[src/common/eth_macros.svh]
`ifndef ETH_MACROS_SVH
`define ETH_MACROS_SVH

// Word and lane widths shared by the AXI-stream side and the XGMII side
`define ETH_DATA_WIDTH 32
`define ETH_KEEP_WIDTH 4

// XGMII control characters, sent with the lane's ctrl bit set
`define ETH_XGMII_START 8'hFB
`define ETH_XGMII_TERM 8'hFD
`define ETH_XGMII_IDLE 8'h07

`define ETH_PREAMBLE 8'h55
`define ETH_SFD 8'hD5

// 60 payload bytes before the CRC is appended
`define ETH_MIN_PAYLOAD_WORDS 15
`define ETH_IFG_IDLE_WORDS 3
`define ETH_FIFO_DEPTH 64

`endif

[src/common/eth_pkg.sv]
`default_nettype none

`include "eth_macros.svh"

package eth_pkg;

    typedef logic [`ETH_DATA_WIDTH-1:0] xgmii_data_t;
    typedef logic [`ETH_KEEP_WIDTH-1:0] xgmii_ctrl_t;
    typedef logic [`ETH_KEEP_WIDTH-1:0] axis_keep_t;
    typedef logic [31:0] crc_t;

    typedef enum logic [2:0] {
        IDLE,
        PREAMBLE,
        DATA,
        PADDING,
        CRC,
        TERM,
        IFG
    } tx_state_t;

endpackage

`default_nettype wire

[src/common/axis_if.sv]
`timescale 1ns/1ns
`default_nettype none

// One AXI-stream word between the frame buffer and the MAC
interface axis_if;

    eth_pkg::xgmii_data_t tdata;
    eth_pkg::axis_keep_t  tkeep;
    logic                 tvalid;
    logic                 tlast;
    logic                 tready;

    modport source (
        output tdata, tkeep, tvalid, tlast,
        input  tready
    );

    modport sink (
        input  tdata, tkeep, tvalid, tlast,
        output tready
    );

endinterface

`default_nettype wire

[src/tx_mac/crc32.sv]
`timescale 1ns/1ns
`default_nettype none

`include "eth_macros.svh"

// IEEE CRC32 over one bus word, lane 0 first, skipping lanes that are not valid
module crc32 (
    input  eth_pkg::crc_t        i_crc_state,
    input  eth_pkg::xgmii_data_t i_data,
    input  eth_pkg::axis_keep_t  i_byte_valid,
    output eth_pkg::crc_t        o_crc_state,
    output eth_pkg::crc_t        o_crc
);

    // Reflected form of 04C11DB7
    localparam eth_pkg::crc_t POLY = 32'hEDB88320;
    localparam int LANES = `ETH_KEEP_WIDTH;

    function automatic eth_pkg::crc_t crc_byte(
        input eth_pkg::crc_t crc,
        input logic [7:0]    data
    );
        eth_pkg::crc_t c;
        c = crc ^ {24'h0, data};
        for (int b = 0; b < 8; b++) begin
            c = c[0] ? ((c >> 1) ^ POLY) : (c >> 1);
        end
        return c;
    endfunction

    function automatic eth_pkg::crc_t crc_word(
        input eth_pkg::crc_t        crc,
        input eth_pkg::xgmii_data_t data,
        input eth_pkg::axis_keep_t  valid
    );
        eth_pkg::crc_t c;
        c = crc;
        for (int lane = 0; lane < LANES; lane++) begin
            if (valid[lane]) begin
                c = crc_byte(c, data[8*lane +: 8]);
            end
        end
        return c;
    endfunction

    assign o_crc_state = crc_word(i_crc_state, i_data, i_byte_valid);

    // The value that goes on the wire, least significant byte first
    assign o_crc = ~o_crc_state;

endmodule

`default_nettype wire

[src/tx_mac/tx_mac.sv]
`timescale 1ns/1ns
`default_nettype none

`include "eth_macros.svh"

module tx_mac (
    input  logic                 i_clk,
    input  logic                 i_reset_n,
    input  logic                 i_xgmii_pause,
    axis_if.sink                 s_axis,
    output eth_pkg::xgmii_data_t o_xgmii_txd,
    output eth_pkg::xgmii_ctrl_t o_xgmii_ctrl
);

    localparam int KEEP_W = `ETH_KEEP_WIDTH;
    localparam int CNT_W = $clog2(`ETH_MIN_PAYLOAD_WORDS + 1);
    localparam int IFG_W = $clog2(`ETH_IFG_IDLE_WORDS + 1);
    localparam logic [CNT_W-1:0] MIN_WORDS = CNT_W'(`ETH_MIN_PAYLOAD_WORDS);
    localparam logic [CNT_W-1:0] LAST_PAD_WORD = CNT_W'(`ETH_MIN_PAYLOAD_WORDS - 1);
    localparam logic [IFG_W-1:0] IFG_LAST = IFG_W'(`ETH_IFG_IDLE_WORDS);

    localparam eth_pkg::xgmii_data_t IDLE_WORD = {KEEP_W{`ETH_XGMII_IDLE}};
    localparam eth_pkg::xgmii_data_t START_WORD = {{3{`ETH_PREAMBLE}}, `ETH_XGMII_START};
    localparam eth_pkg::xgmii_data_t PRE_WORD = {`ETH_SFD, {3{`ETH_PREAMBLE}}};
    localparam eth_pkg::xgmii_data_t TERM_WORD = {{3{`ETH_XGMII_IDLE}}, `ETH_XGMII_TERM};
    localparam eth_pkg::xgmii_ctrl_t START_CTRL = 4'b0001;

    eth_pkg::tx_state_t            state;
    eth_pkg::xgmii_data_t          data_lo;
    eth_pkg::xgmii_data_t          data_hi;
    eth_pkg::xgmii_ctrl_t          ctrl_lo;
    eth_pkg::xgmii_ctrl_t          ctrl_hi;
    logic [CNT_W-1:0]              word_cnt;
    logic [IFG_W-1:0]              ifg_cnt;
    logic [2:0]                    last_bytes;
    eth_pkg::crc_t                 crc_state;
    eth_pkg::crc_t                 crc_next;
    eth_pkg::crc_t                 crc_out;
    eth_pkg::xgmii_data_t          masked_data;
    eth_pkg::xgmii_data_t          crc_in_data;
    eth_pkg::axis_keep_t           eff_keep;
    eth_pkg::axis_keep_t           crc_in_valid;
    logic [2*`ETH_DATA_WIDTH-1:0]  tail_src;
    logic [2*`ETH_DATA_WIDTH-1:0]  tail_data;
    logic [2*KEEP_W-1:0]           tail_ctrl;
    logic                          xfer;

    assign s_axis.tready = (state == eth_pkg::DATA);
    assign xfer = s_axis.tvalid && s_axis.tready;

    // Below the minimum length every lane counts, masked ones become pad bytes
    always_comb begin
        eff_keep = (word_cnt < MIN_WORDS) ? '1 : s_axis.tkeep;
        for (int i = 0; i < KEEP_W; i++) begin
            masked_data[8*i +: 8] = s_axis.tkeep[i] ? s_axis.tdata[8*i +: 8] : 8'h00;
        end
    end

    always_comb begin
        crc_in_data  = masked_data;
        crc_in_valid = '0;
        if (state == eth_pkg::DATA && xfer) begin
            crc_in_valid = eff_keep;
        end else if (state == eth_pkg::PADDING) begin
            crc_in_data  = '0;
            crc_in_valid = '1;
        end
    end

    crc32 u_crc32 (
        .i_crc_state  (crc_state),
        .i_data       (crc_in_data),
        .i_byte_valid (crc_in_valid),
        .o_crc_state  (crc_next),
        .o_crc        (crc_out)
    );

    // With no valid lanes the next state equals the current one
    always_ff @(posedge i_clk) begin
        if (state == eth_pkg::IDLE) begin
            crc_state <= '1;
        end else begin
            crc_state <= crc_next;
        end
    end

    // Last word, then CRC bytes, then FD and idles, spread over two words
    always_comb begin
        int nb;
        nb = int'(last_bytes);
        tail_src = {{`ETH_DATA_WIDTH{1'b0}}, data_hi};
        for (int i = 0; i < 2*KEEP_W; i++) begin
            if (i < nb) begin
                tail_data[8*i +: 8] = tail_src[8*i +: 8];
                tail_ctrl[i]        = 1'b0;
            end else if (i < nb + 4) begin
                tail_data[8*i +: 8] = crc_out[8*((i - nb) & 3) +: 8];
                tail_ctrl[i]        = 1'b0;
            end else if (i == nb + 4) begin
                tail_data[8*i +: 8] = `ETH_XGMII_TERM;
                tail_ctrl[i]        = 1'b1;
            end else begin
                tail_data[8*i +: 8] = `ETH_XGMII_IDLE;
                tail_ctrl[i]        = 1'b1;
            end
        end
    end

    always_ff @(posedge i_clk) begin
        if (!i_reset_n) begin
            state      <= eth_pkg::IDLE;
            data_lo    <= IDLE_WORD;
            data_hi    <= IDLE_WORD;
            ctrl_lo    <= '1;
            ctrl_hi    <= '1;
            word_cnt   <= '0;
            ifg_cnt    <= '0;
            last_bytes <= 3'd4;
        end else begin
            // The low word is on the bus, the high word is next in line
            data_lo <= data_hi;
            ctrl_lo <= ctrl_hi;
            data_hi <= IDLE_WORD;
            ctrl_hi <= '1;
            case (state)
                eth_pkg::IDLE: begin
                    word_cnt <= '0;
                    if (s_axis.tvalid && !i_xgmii_pause) begin
                        data_lo <= START_WORD;
                        ctrl_lo <= START_CTRL;
                        data_hi <= PRE_WORD;
                        ctrl_hi <= '0;
                        state   <= eth_pkg::DATA;
                    end
                end
                eth_pkg::DATA: begin
                    data_hi <= masked_data;
                    ctrl_hi <= '0;
                    if (xfer) begin
                        if (word_cnt != MIN_WORDS) begin
                            word_cnt <= word_cnt + 1'b1;
                        end
                        if (s_axis.tlast) begin
                            last_bytes <= 3'($countones(eff_keep));
                            state <= (word_cnt < LAST_PAD_WORD) ? eth_pkg::PADDING
                                                                : eth_pkg::CRC;
                        end
                    end
                end
                eth_pkg::PADDING: begin
                    data_hi  <= '0;
                    ctrl_hi  <= '0;
                    word_cnt <= word_cnt + 1'b1;
                    if (word_cnt == LAST_PAD_WORD) begin
                        state <= eth_pkg::CRC;
                    end
                end
                eth_pkg::CRC: begin
                    {data_hi, data_lo} <= tail_data;
                    {ctrl_hi, ctrl_lo} <= tail_ctrl;
                    ifg_cnt <= '0;
                    // A full last word leaves no room for FD, so it gets its own word
                    state <= (last_bytes == 3'd4) ? eth_pkg::TERM : eth_pkg::IFG;
                end
                eth_pkg::TERM: begin
                    data_hi <= TERM_WORD;
                    ifg_cnt <= '0;
                    state   <= eth_pkg::IFG;
                end
                eth_pkg::IFG: begin
                    if (ifg_cnt == IFG_LAST) begin
                        state <= eth_pkg::IDLE;
                    end else begin
                        ifg_cnt <= ifg_cnt + 1'b1;
                    end
                end
                default: begin
                    state <= eth_pkg::IDLE;
                end
            endcase
        end
    end

    assign o_xgmii_txd  = data_lo;
    assign o_xgmii_ctrl = ctrl_lo;

    // The buffer only offers complete frames, so a frame never stalls mid-way
    a_gapless_frame: assert property (@(posedge i_clk) disable iff (!i_reset_n)
        s_axis.tready |-> s_axis.tvalid);

    for (genvar g = 0; g < KEEP_W; g++) begin : g_ctrl_chk
        a_ctrl_char: assert property (@(posedge i_clk) disable iff (!i_reset_n)
            o_xgmii_ctrl[g] |-> (o_xgmii_txd[8*g +: 8] inside
                {`ETH_XGMII_START, `ETH_XGMII_TERM, `ETH_XGMII_IDLE}));
    end

endmodule

`default_nettype wire

[src/design/tx_frame_fifo.sv]
`timescale 1ns/1ns
`default_nettype none

`include "eth_macros.svh"

module tx_frame_fifo #(
    parameter int DEPTH = `ETH_FIFO_DEPTH
) (
    input  logic                 i_clk,
    input  logic                 i_reset_n,
    input  eth_pkg::xgmii_data_t i_axis_tdata,
    input  eth_pkg::axis_keep_t  i_axis_tkeep,
    input  logic                 i_axis_tvalid,
    input  logic                 i_axis_tlast,
    output logic                 o_axis_tready,
    axis_if.source               m_axis
);

    localparam int PTR_W = $clog2(DEPTH);
    localparam int CNT_W = $clog2(DEPTH + 1);
    localparam logic [CNT_W-1:0] FULL_COUNT = CNT_W'(DEPTH);
    localparam logic [PTR_W-1:0] LAST_PTR = PTR_W'(DEPTH - 1);

    eth_pkg::xgmii_data_t mem_data [DEPTH];
    eth_pkg::axis_keep_t  mem_keep [DEPTH];
    logic                 mem_last [DEPTH];

    logic [PTR_W-1:0] wr_ptr;
    logic [PTR_W-1:0] rd_ptr;
    logic [CNT_W-1:0] word_count;
    logic [CNT_W-1:0] word_count_next;
    logic [CNT_W-1:0] frame_count;
    logic             in_ready;
    logic             wr_en;
    logic             rd_en;

    assign wr_en = i_axis_tvalid && in_ready;
    assign rd_en = m_axis.tvalid && m_axis.tready;

    always_comb begin
        case ({wr_en, rd_en})
            2'b10:   word_count_next = word_count + 1'b1;
            2'b01:   word_count_next = word_count - 1'b1;
            default: word_count_next = word_count;
        endcase
    end

    always_ff @(posedge i_clk) begin
        if (wr_en) begin
            mem_data[wr_ptr] <= i_axis_tdata;
            mem_keep[wr_ptr] <= i_axis_tkeep;
            mem_last[wr_ptr] <= i_axis_tlast;
        end
    end

    always_ff @(posedge i_clk) begin
        if (!i_reset_n) begin
            wr_ptr      <= '0;
            rd_ptr      <= '0;
            word_count  <= '0;
            frame_count <= '0;
            in_ready    <= 1'b0;
        end else begin
            if (wr_en) begin
                wr_ptr <= (wr_ptr == LAST_PTR) ? '0 : wr_ptr + 1'b1;
            end
            if (rd_en) begin
                rd_ptr <= (rd_ptr == LAST_PTR) ? '0 : rd_ptr + 1'b1;
            end
            word_count <= word_count_next;
            // Ready is registered from the next fill level so it is low in reset
            in_ready   <= (word_count_next != FULL_COUNT);
            case ({wr_en && i_axis_tlast, rd_en && m_axis.tlast})
                2'b10:   frame_count <= frame_count + 1'b1;
                2'b01:   frame_count <= frame_count - 1'b1;
                default: frame_count <= frame_count;
            endcase
        end
    end

    // Words are only offered once a whole frame is stored, so the MAC never starves
    assign m_axis.tvalid = (frame_count != '0) && (word_count != '0);
    assign m_axis.tdata  = mem_data[rd_ptr];
    assign m_axis.tkeep  = mem_keep[rd_ptr];
    assign m_axis.tlast  = mem_last[rd_ptr];
    assign o_axis_tready = in_ready;

    // Equal pointers with words stored mean the buffer is full
    a_no_write_when_full: assert property (@(posedge i_clk) disable iff (!i_reset_n)
        wr_en |-> !((wr_ptr == rd_ptr) && (word_count != '0)));

    // The MAC only asks for words in the middle of a stored frame
    a_no_read_when_empty: assert property (@(posedge i_clk) disable iff (!i_reset_n)
        m_axis.tready |-> (word_count != '0));

endmodule

`default_nettype wire

[src/design/eth_tx_top.sv]
`timescale 1ns/1ns
`default_nettype none

// Frame buffer in front of the transmit MAC, AXI-stream in and XGMII out
module eth_tx_top (
    input  logic                 i_clk,
    input  logic                 i_reset_n,
    input  eth_pkg::xgmii_data_t i_axis_tdata,
    input  eth_pkg::axis_keep_t  i_axis_tkeep,
    input  logic                 i_axis_tvalid,
    input  logic                 i_axis_tlast,
    output logic                 o_axis_tready,
    input  logic                 i_xgmii_pause,
    output eth_pkg::xgmii_data_t o_xgmii_txd,
    output eth_pkg::xgmii_ctrl_t o_xgmii_ctrl
);

    axis_if frame_axis ();

    tx_frame_fifo u_tx_frame_fifo (
        .i_clk         (i_clk),
        .i_reset_n     (i_reset_n),
        .i_axis_tdata  (i_axis_tdata),
        .i_axis_tkeep  (i_axis_tkeep),
        .i_axis_tvalid (i_axis_tvalid),
        .i_axis_tlast  (i_axis_tlast),
        .o_axis_tready (o_axis_tready),
        .m_axis        (frame_axis.source)
    );

    tx_mac u_tx_mac (
        .i_clk         (i_clk),
        .i_reset_n     (i_reset_n),
        .i_xgmii_pause (i_xgmii_pause),
        .s_axis        (frame_axis.sink),
        .o_xgmii_txd   (o_xgmii_txd),
        .o_xgmii_ctrl  (o_xgmii_ctrl)
    );

endmodule

`default_nettype wire

[config.mk]
export PLATFORM = sky130hd
export DESIGN_NAME = eth_tx_top
export DESIGN_NICKNAME = d
export VERILOG_FILES = /design/src/common/eth_pkg.sv /design/src/common/axis_if.sv /design/src/tx_mac/crc32.sv /design/src/tx_mac/tx_mac.sv /design/src/design/tx_frame_fifo.sv /design/src/design/eth_tx_top.sv
export VERILOG_INCLUDE_DIRS = /design/src /design/src/common
export SDC_FILE = /design/constraint.sdc
export NUM_CORES = 2
export LEC_CHECK = 0
export BUFFER_PORTS_ARGS = -buffer_cell sky130_fd_sc_hd__buf_4
export CORE_MARGIN = 1.5
export CORE_UTILIZATION = 50
export CTS_CLUSTER_DIAMETER = 80
export DETAILED_ROUTE_END_ITERATION = 10
export PLACE_DENSITY = 0.63
export RECOVER_POWER = 50
export SYNTH_ARGS = -nofsm -noshare
export SYNTH_HDL_FRONTEND = slang
export SYNTH_SLANG_ARGS = --single-unit
[constraint.sdc]
create_clock -name i_clk -period 21.3 [get_ports i_clk]
set_input_delay 0 -clock i_clk [delete_from_list [all_inputs] [get_ports i_clk]]
set_output_delay 0 -clock i_clk [all_outputs]
set_load 0.01 [all_outputs]
# Yosys cells after proc, flatten, opt, wreduce, memory -nomap -nowiden
# Memories as Yosys holds them, arrays and structs flattened. A register that Yosys moved wholly into a read port is not among the register bits.
# Cells that the tools add are included.
# word_totals
reg_bits	143
ram_bits	2368
in_bits	41
out_inout_bits	37
wordCells	266
mem_count	3
# memory_table
name	depth	word_bits	read_ports	rd_ports_with_merged_regs	write_ports	line_no	text
u_tx_frame_fifo.mem_data	64	32	1	1	1	tx_frame_fifo.sv:24	eth_pkg::xgmii_data_t mem_data [DEPTH];
u_tx_frame_fifo.mem_keep	64	4	1	1	1	tx_frame_fifo.sv:25	eth_pkg::axis_keep_t mem_keep [DEPTH];
u_tx_frame_fifo.mem_last	64	1	1	1	1	tx_frame_fifo.sv:26	logic mem_last [DEPTH];
# classes
addsub	20
magnitude_cmp	17
n_eq_ne	30
shifts	8
n_mux	116
n_bitwise	37
n_reduce_logical	21
# op_table
cell	n
32-bit 2-to-1 mux	40
13-bit NOT with 14-bit output	32
32-bit by 6-bit indexed part select with 8-bit output	8
8-bit 2-to-1 mux	27
32-bit one-hot mux with 5 select lines	1
4-bit by 32-bit equality test with 1-bit output (first input constant)	4
4-bit by 32-bit less-than comparator with 1-bit output (first input constant)	4
32-bit by 8-bit XOR with 32-bit output	4
3-bit by 32-bit equality test with 1-bit output (first input constant)	2
3-bit by 32-bit less-than comparator with 1-bit output (first input constant)	2
32-bit one-hot mux with 2 select lines	1
6-bit 2-to-1 mux	8
2-bit by 32-bit equality test with 1-bit output (first input constant)	1
32-bit zero test	1
1-bit by 32-bit less-than comparator with 1-bit output (first input constant)	1
2-bit by 32-bit less-than comparator with 1-bit output (first input constant)	1
32-bit NOT	1
4-bit 2-to-1 mux	7
7-bit one-hot mux with 2 select lines	2
4-bit one-hot mux with 3 select lines	2
3-bit 2-to-1 mux	6
3-bit one-hot mux with 6 select lines	1
1-bit 2-to-1 mux	17
7-bit by 1-bit adder with 7-bit output (second input constant)	2
other kinds (36)	74

# Depth between registers and ports, before layout
# depth
ltp_word	82
mapped_depth	35
ltp_nobuf	23

# Hierarchy
# A second synthesis with hierarchy kept.
# unflattened
cells_unflattened	5124
hier_area_um2	103536.8
# modules_own_cells
module	n_inst	cells_per_inst	area_each_um2	seq_area_each_um2
tx_frame_fifo	1	3824	91838.1	71768.8
crc32	1	669	5964.5	0.0
tx_mac	1	631	5734.2	2322.2

# Least setup slack after synthesis
# Ideal clock, no wire load.
# synth_timing
path_kind	reg2reg
start	reg with a tool-made name
end	reg u_tx_frame_fifo.frame_count[6]
setup_ns	0.071
t_arrival_ns	7.596
t_required_ns	21.229
slack_ns	13.633
path_stages_with_launch	36
path_buffers	19
period_less_slack_ns	7.667
cell_sequence	dfxtp_1 > buf_6 > buf_12 > buf_12 > buf_8 > buf_8 > buf_6 > buf_6 > buf_6 > buf_6 > buf_6 > buf_4 > buf_4 > buf_4 > buf_4 > buf_4 > buf_4 > buf_4 > buf_2 > buf_1 > mux4_2 > mux4_2 > mux4_2 > nand2_1 > inv_1 > ha_1 > inv_1 > fa_1 > inv_1 > a21oi_1 > o21bai_1 > a21o_1 > a21oi_1 > xnor2_1 > or3_1 > a21oi_1
# synth_lines
item	line_no	text
to (signal assigned)	tx_frame_fifo.sv:74	2'b10: frame_count <= frame_count + 1'b1;
to (signal assigned)	tx_frame_fifo.sv:75	2'b01: frame_count <= frame_count - 1'b1;
to (signal assigned)	tx_frame_fifo.sv:76	default: frame_count <= frame_count;
to (decl)	tx_frame_fifo.sv:32	logic [CNT_W-1:0] frame_count;

==> results.toml <==
[floorplanning]
die_area_sq_um = 211000
rows = 167
start_util = 0.504
fp.dieH_um = 460
ioPinCount = 78
coreArea_sq_um = 207000
die-width_um = 460

[clock_network]
clk_latency_ps = 940
cts_tree = "built"
numCtsBuffers = 279
root_buffer = "clkbuf_16"
clk_path_buf_depth = 4
cts_sinks = 2517
cts_resized = 0
path_clk_slew_ps = 60
cts_max_level = 5

[synthesis]
synth_ff_type = "edfxtp_1"
synthArstFlopShare = 0
synth_warnings = 0
syn-cell-area_sq_um = 104000
ys_seq_area_frac = 0.711
ys_ff_latch = 2517
syn_avg_cell_area_sq_um = 19.5
synth_edf_count = 2368
syn_nets = 5415
yosysUniqueCellTypes = 116
synthCells = 5346

[global_route]
grt_pass1_vias = 54000
grt_pass1_wl_um = 429000
top_usage_layer = "met2"
grt_overflow_total = 0
grt_usage = 0.294
grt_max_degree = 117
antenna_found_initial = 19
grtUsageMet1 = 0.417
use_met3 = 0.0630
grt_util_met2 = 0.456

[worst_setup_path]
rrSetupSlack_ps = 10370
cp-start-kind = "flip-flop"
cp-end-kind = "flip-flop"
r2r.worst_path.cells = 25
reg2reg_to = "u_tx_mac.data_hi[17]"
cpMostUsedCell = "mux2i_1"
path_max_fanout = 51
cp.required_ps = 22100
slowest_stage = "dfxtp_4"
crit_type = "reg -> reg"
max_stage_delay_ps = 930
crit_arrival_ps = 11720

[worst_hold_path]
min_to = "u_tx_mac.ctrl_hi[3]"
min_path_type = "in -> reg"
min_path_cells = 3
worstHoldStart = "i_reset_n"

[finish]
mostFrequentLayoutCells = "edfxtp_1, mux4_2, clkbuf_16"
fillers = 15500
final_cells = 8567
nets = 5659
finalInstanceArea_sq_um = 117000
synthToLayoutAreaGrowth_pct = 12.0
utilization = 0.564
drive_gt1_frac = 0.227
final_common_cell = "edfxtp_1"

[place]
io_buffers = 77
dp_cells = 8055
dp_hpwl_um = 171000
place_area_sq_um = 108000
gp_congestion = 0.953

[route]
routed_wl_um = 311000
wl_per_cell_um = 36.3
via_count = 56100
dr.pass1.iters = 6
drtAntennaViolNets = 0
viasPerCell = 6.55
drtIter0Drc = 7961
post-route-drc-count = 0

[power_and_ir_drop]
totalPowerFinal_mw = 12.6
power_density_nw_per_um2 = 108
p_leak_nw = 35.9
ir_worst_vdd_v = 0.000105

[timing]
period_share = 0.513
worst_pin_slew_ps = 3000
fmax_ghz = 0.0915
max-slew-margin-rel = -0.999
setup_viol = 0
finalSetupTns_ps = 0
slew_viol_final = 2429
finalClockSkew_ps = 71.6
period_needed_ps = 10930
finalHoldViolCount = 0
rsz0062_at_grt = "no"

[outcome]
violations = "max-capacitance violations, max-slew violations"
status = "complete, but fails checks"

[flow_run]
drv_cap = 39
[cells by family after synthesis]
kind of cell,share of synthesized area
flops,0.711
mux,0.166
xor+xnor,0.0329
compound gates,0.0338
simple gates,0.0358
fa+ha+maj,0.00358
buf+inv,0.0175
[stage by stage]
stage	hold WS [ps]	worst slack, ps
5_1_grt	58.2	9960
2_1_floorplan	98.9	13630
3_5_place_dp	395	10480
3_3_place_gp	393	10580
6_report	74.3	10370
4_1_cts	2.14	10440
[power breakdown]
part,internal [mW],switching (mW)
combinational,1.09,1.37
clock,2.67,1.89
sequential,5.47,0.0658
total,9.23,3.32
[synthesized netlist by cell type, types with 39 or more instances]
master	n	area, sq um
nand2_1	206	773
and2_1	43	269
clkbuf_1	125	469
xnor3_1	40	901
edfxtp_1	2368	71100
xor2_1	63	552
nand3_1	68	340
mux4_2	648	14600
inv_1	39	146
dfxtp_1	149	2980
nor2_1	222	833
xnor2_1	146	1280
o21ai_0	80	400
buf_2	52	260
a21oi_1	134	671
buf_4	46	345
mux2i_1	233	2330
a22oi_1	85	638
[worst max-delay path, delay by kind of cell (launching register included)]
kind | cells | cell delay [ps]
buf+inv | 3 | 2190
simple gates | 4 | 1390
xor+xnor | 5 | 2050
flops | 1 | 930
compound gates | 6 | 2340
mux | 7 | 1740
[repair_timing]
action,CTS,global route
buffers inserted,0,0
hold buffers,42,0
hold endpoints to repair,2446,0
[sequential cells by signal (all words and copies together), names as in the netlist, named ones only]
| signal | count |
|---|---|
| u_tx_frame_fifo.rd_ptr | 6 |
| u_tx_frame_fifo.mem_data | 2048 |
| u_tx_mac.ctrl_hi | 4 |
| u_tx_frame_fifo.o_axis_tready | 1 |
| u_tx_mac.last_bytes | 3 |
| u_tx_frame_fifo.wr_ptr | 6 |
| u_tx_frame_fifo.mem_last | 64 |
| u_tx_frame_fifo.frame_count | 7 |
| u_tx_frame_fifo.mem_keep | 256 |
| u_tx_mac.data_hi | 32 |
| u_tx_mac.o_xgmii_ctrl | 4 |
| u_tx_mac.crc_state | 32 |
| u_tx_mac.o_xgmii_txd | 32 |
| u_tx_frame_fifo.word_count | 7 |
| u_tx_mac.ifg_cnt | 2 |
| u_tx_mac.word_cnt | 4 |
| u_tx_mac.state | 3 |
[worst max-delay path by stage]
| stage | cells past startpoint | from | slack (ps) | to |
|---|---|---|---|---|
| 3_5_place_dp | 23 | flip-flop | 10480 | u_tx_mac.data_hi[17] |
| 5_1_grt | 24 | flip-flop | 9960 | u_tx_mac.data_hi[17] |
| 2_1_floorplan | 35 | flip-flop | 13630 | u_tx_frame_fifo.frame_count[6] |
| 3_3_place_gp | 23 | flip-flop | 10580 | u_tx_mac.data_hi[20] |
| 4_1_cts | 23 | flip-flop | 10440 | u_tx_mac.data_hi[17] |
| 6_report | 25 | flip-flop | 10370 | u_tx_mac.data_hi[17] |
[layer usage]
layer,share of wire,routed length [um]
met1,0.40,124000
met3,0.098,30600
met2,0.47,146000
met5,0.00024,76
met4,0.035,10800
[final cells by class]
cell class                      instances  area (sq um)  share of cell area
Antenna cell                            4          10.0           0.0000857
Clock buffer                          349          7420              0.0636
Clock inverter                        117          1030             0.00879
Inverter                               42           159             0.00136
Multi-Input combinational cell       2501         28800               0.247
Sequential cell                      2517         74100               0.635
Tap cell                             2788          3490              0.0299
Timing Repair Buffer                  249          1740              0.0149
(Power assumes the default switching activity.)
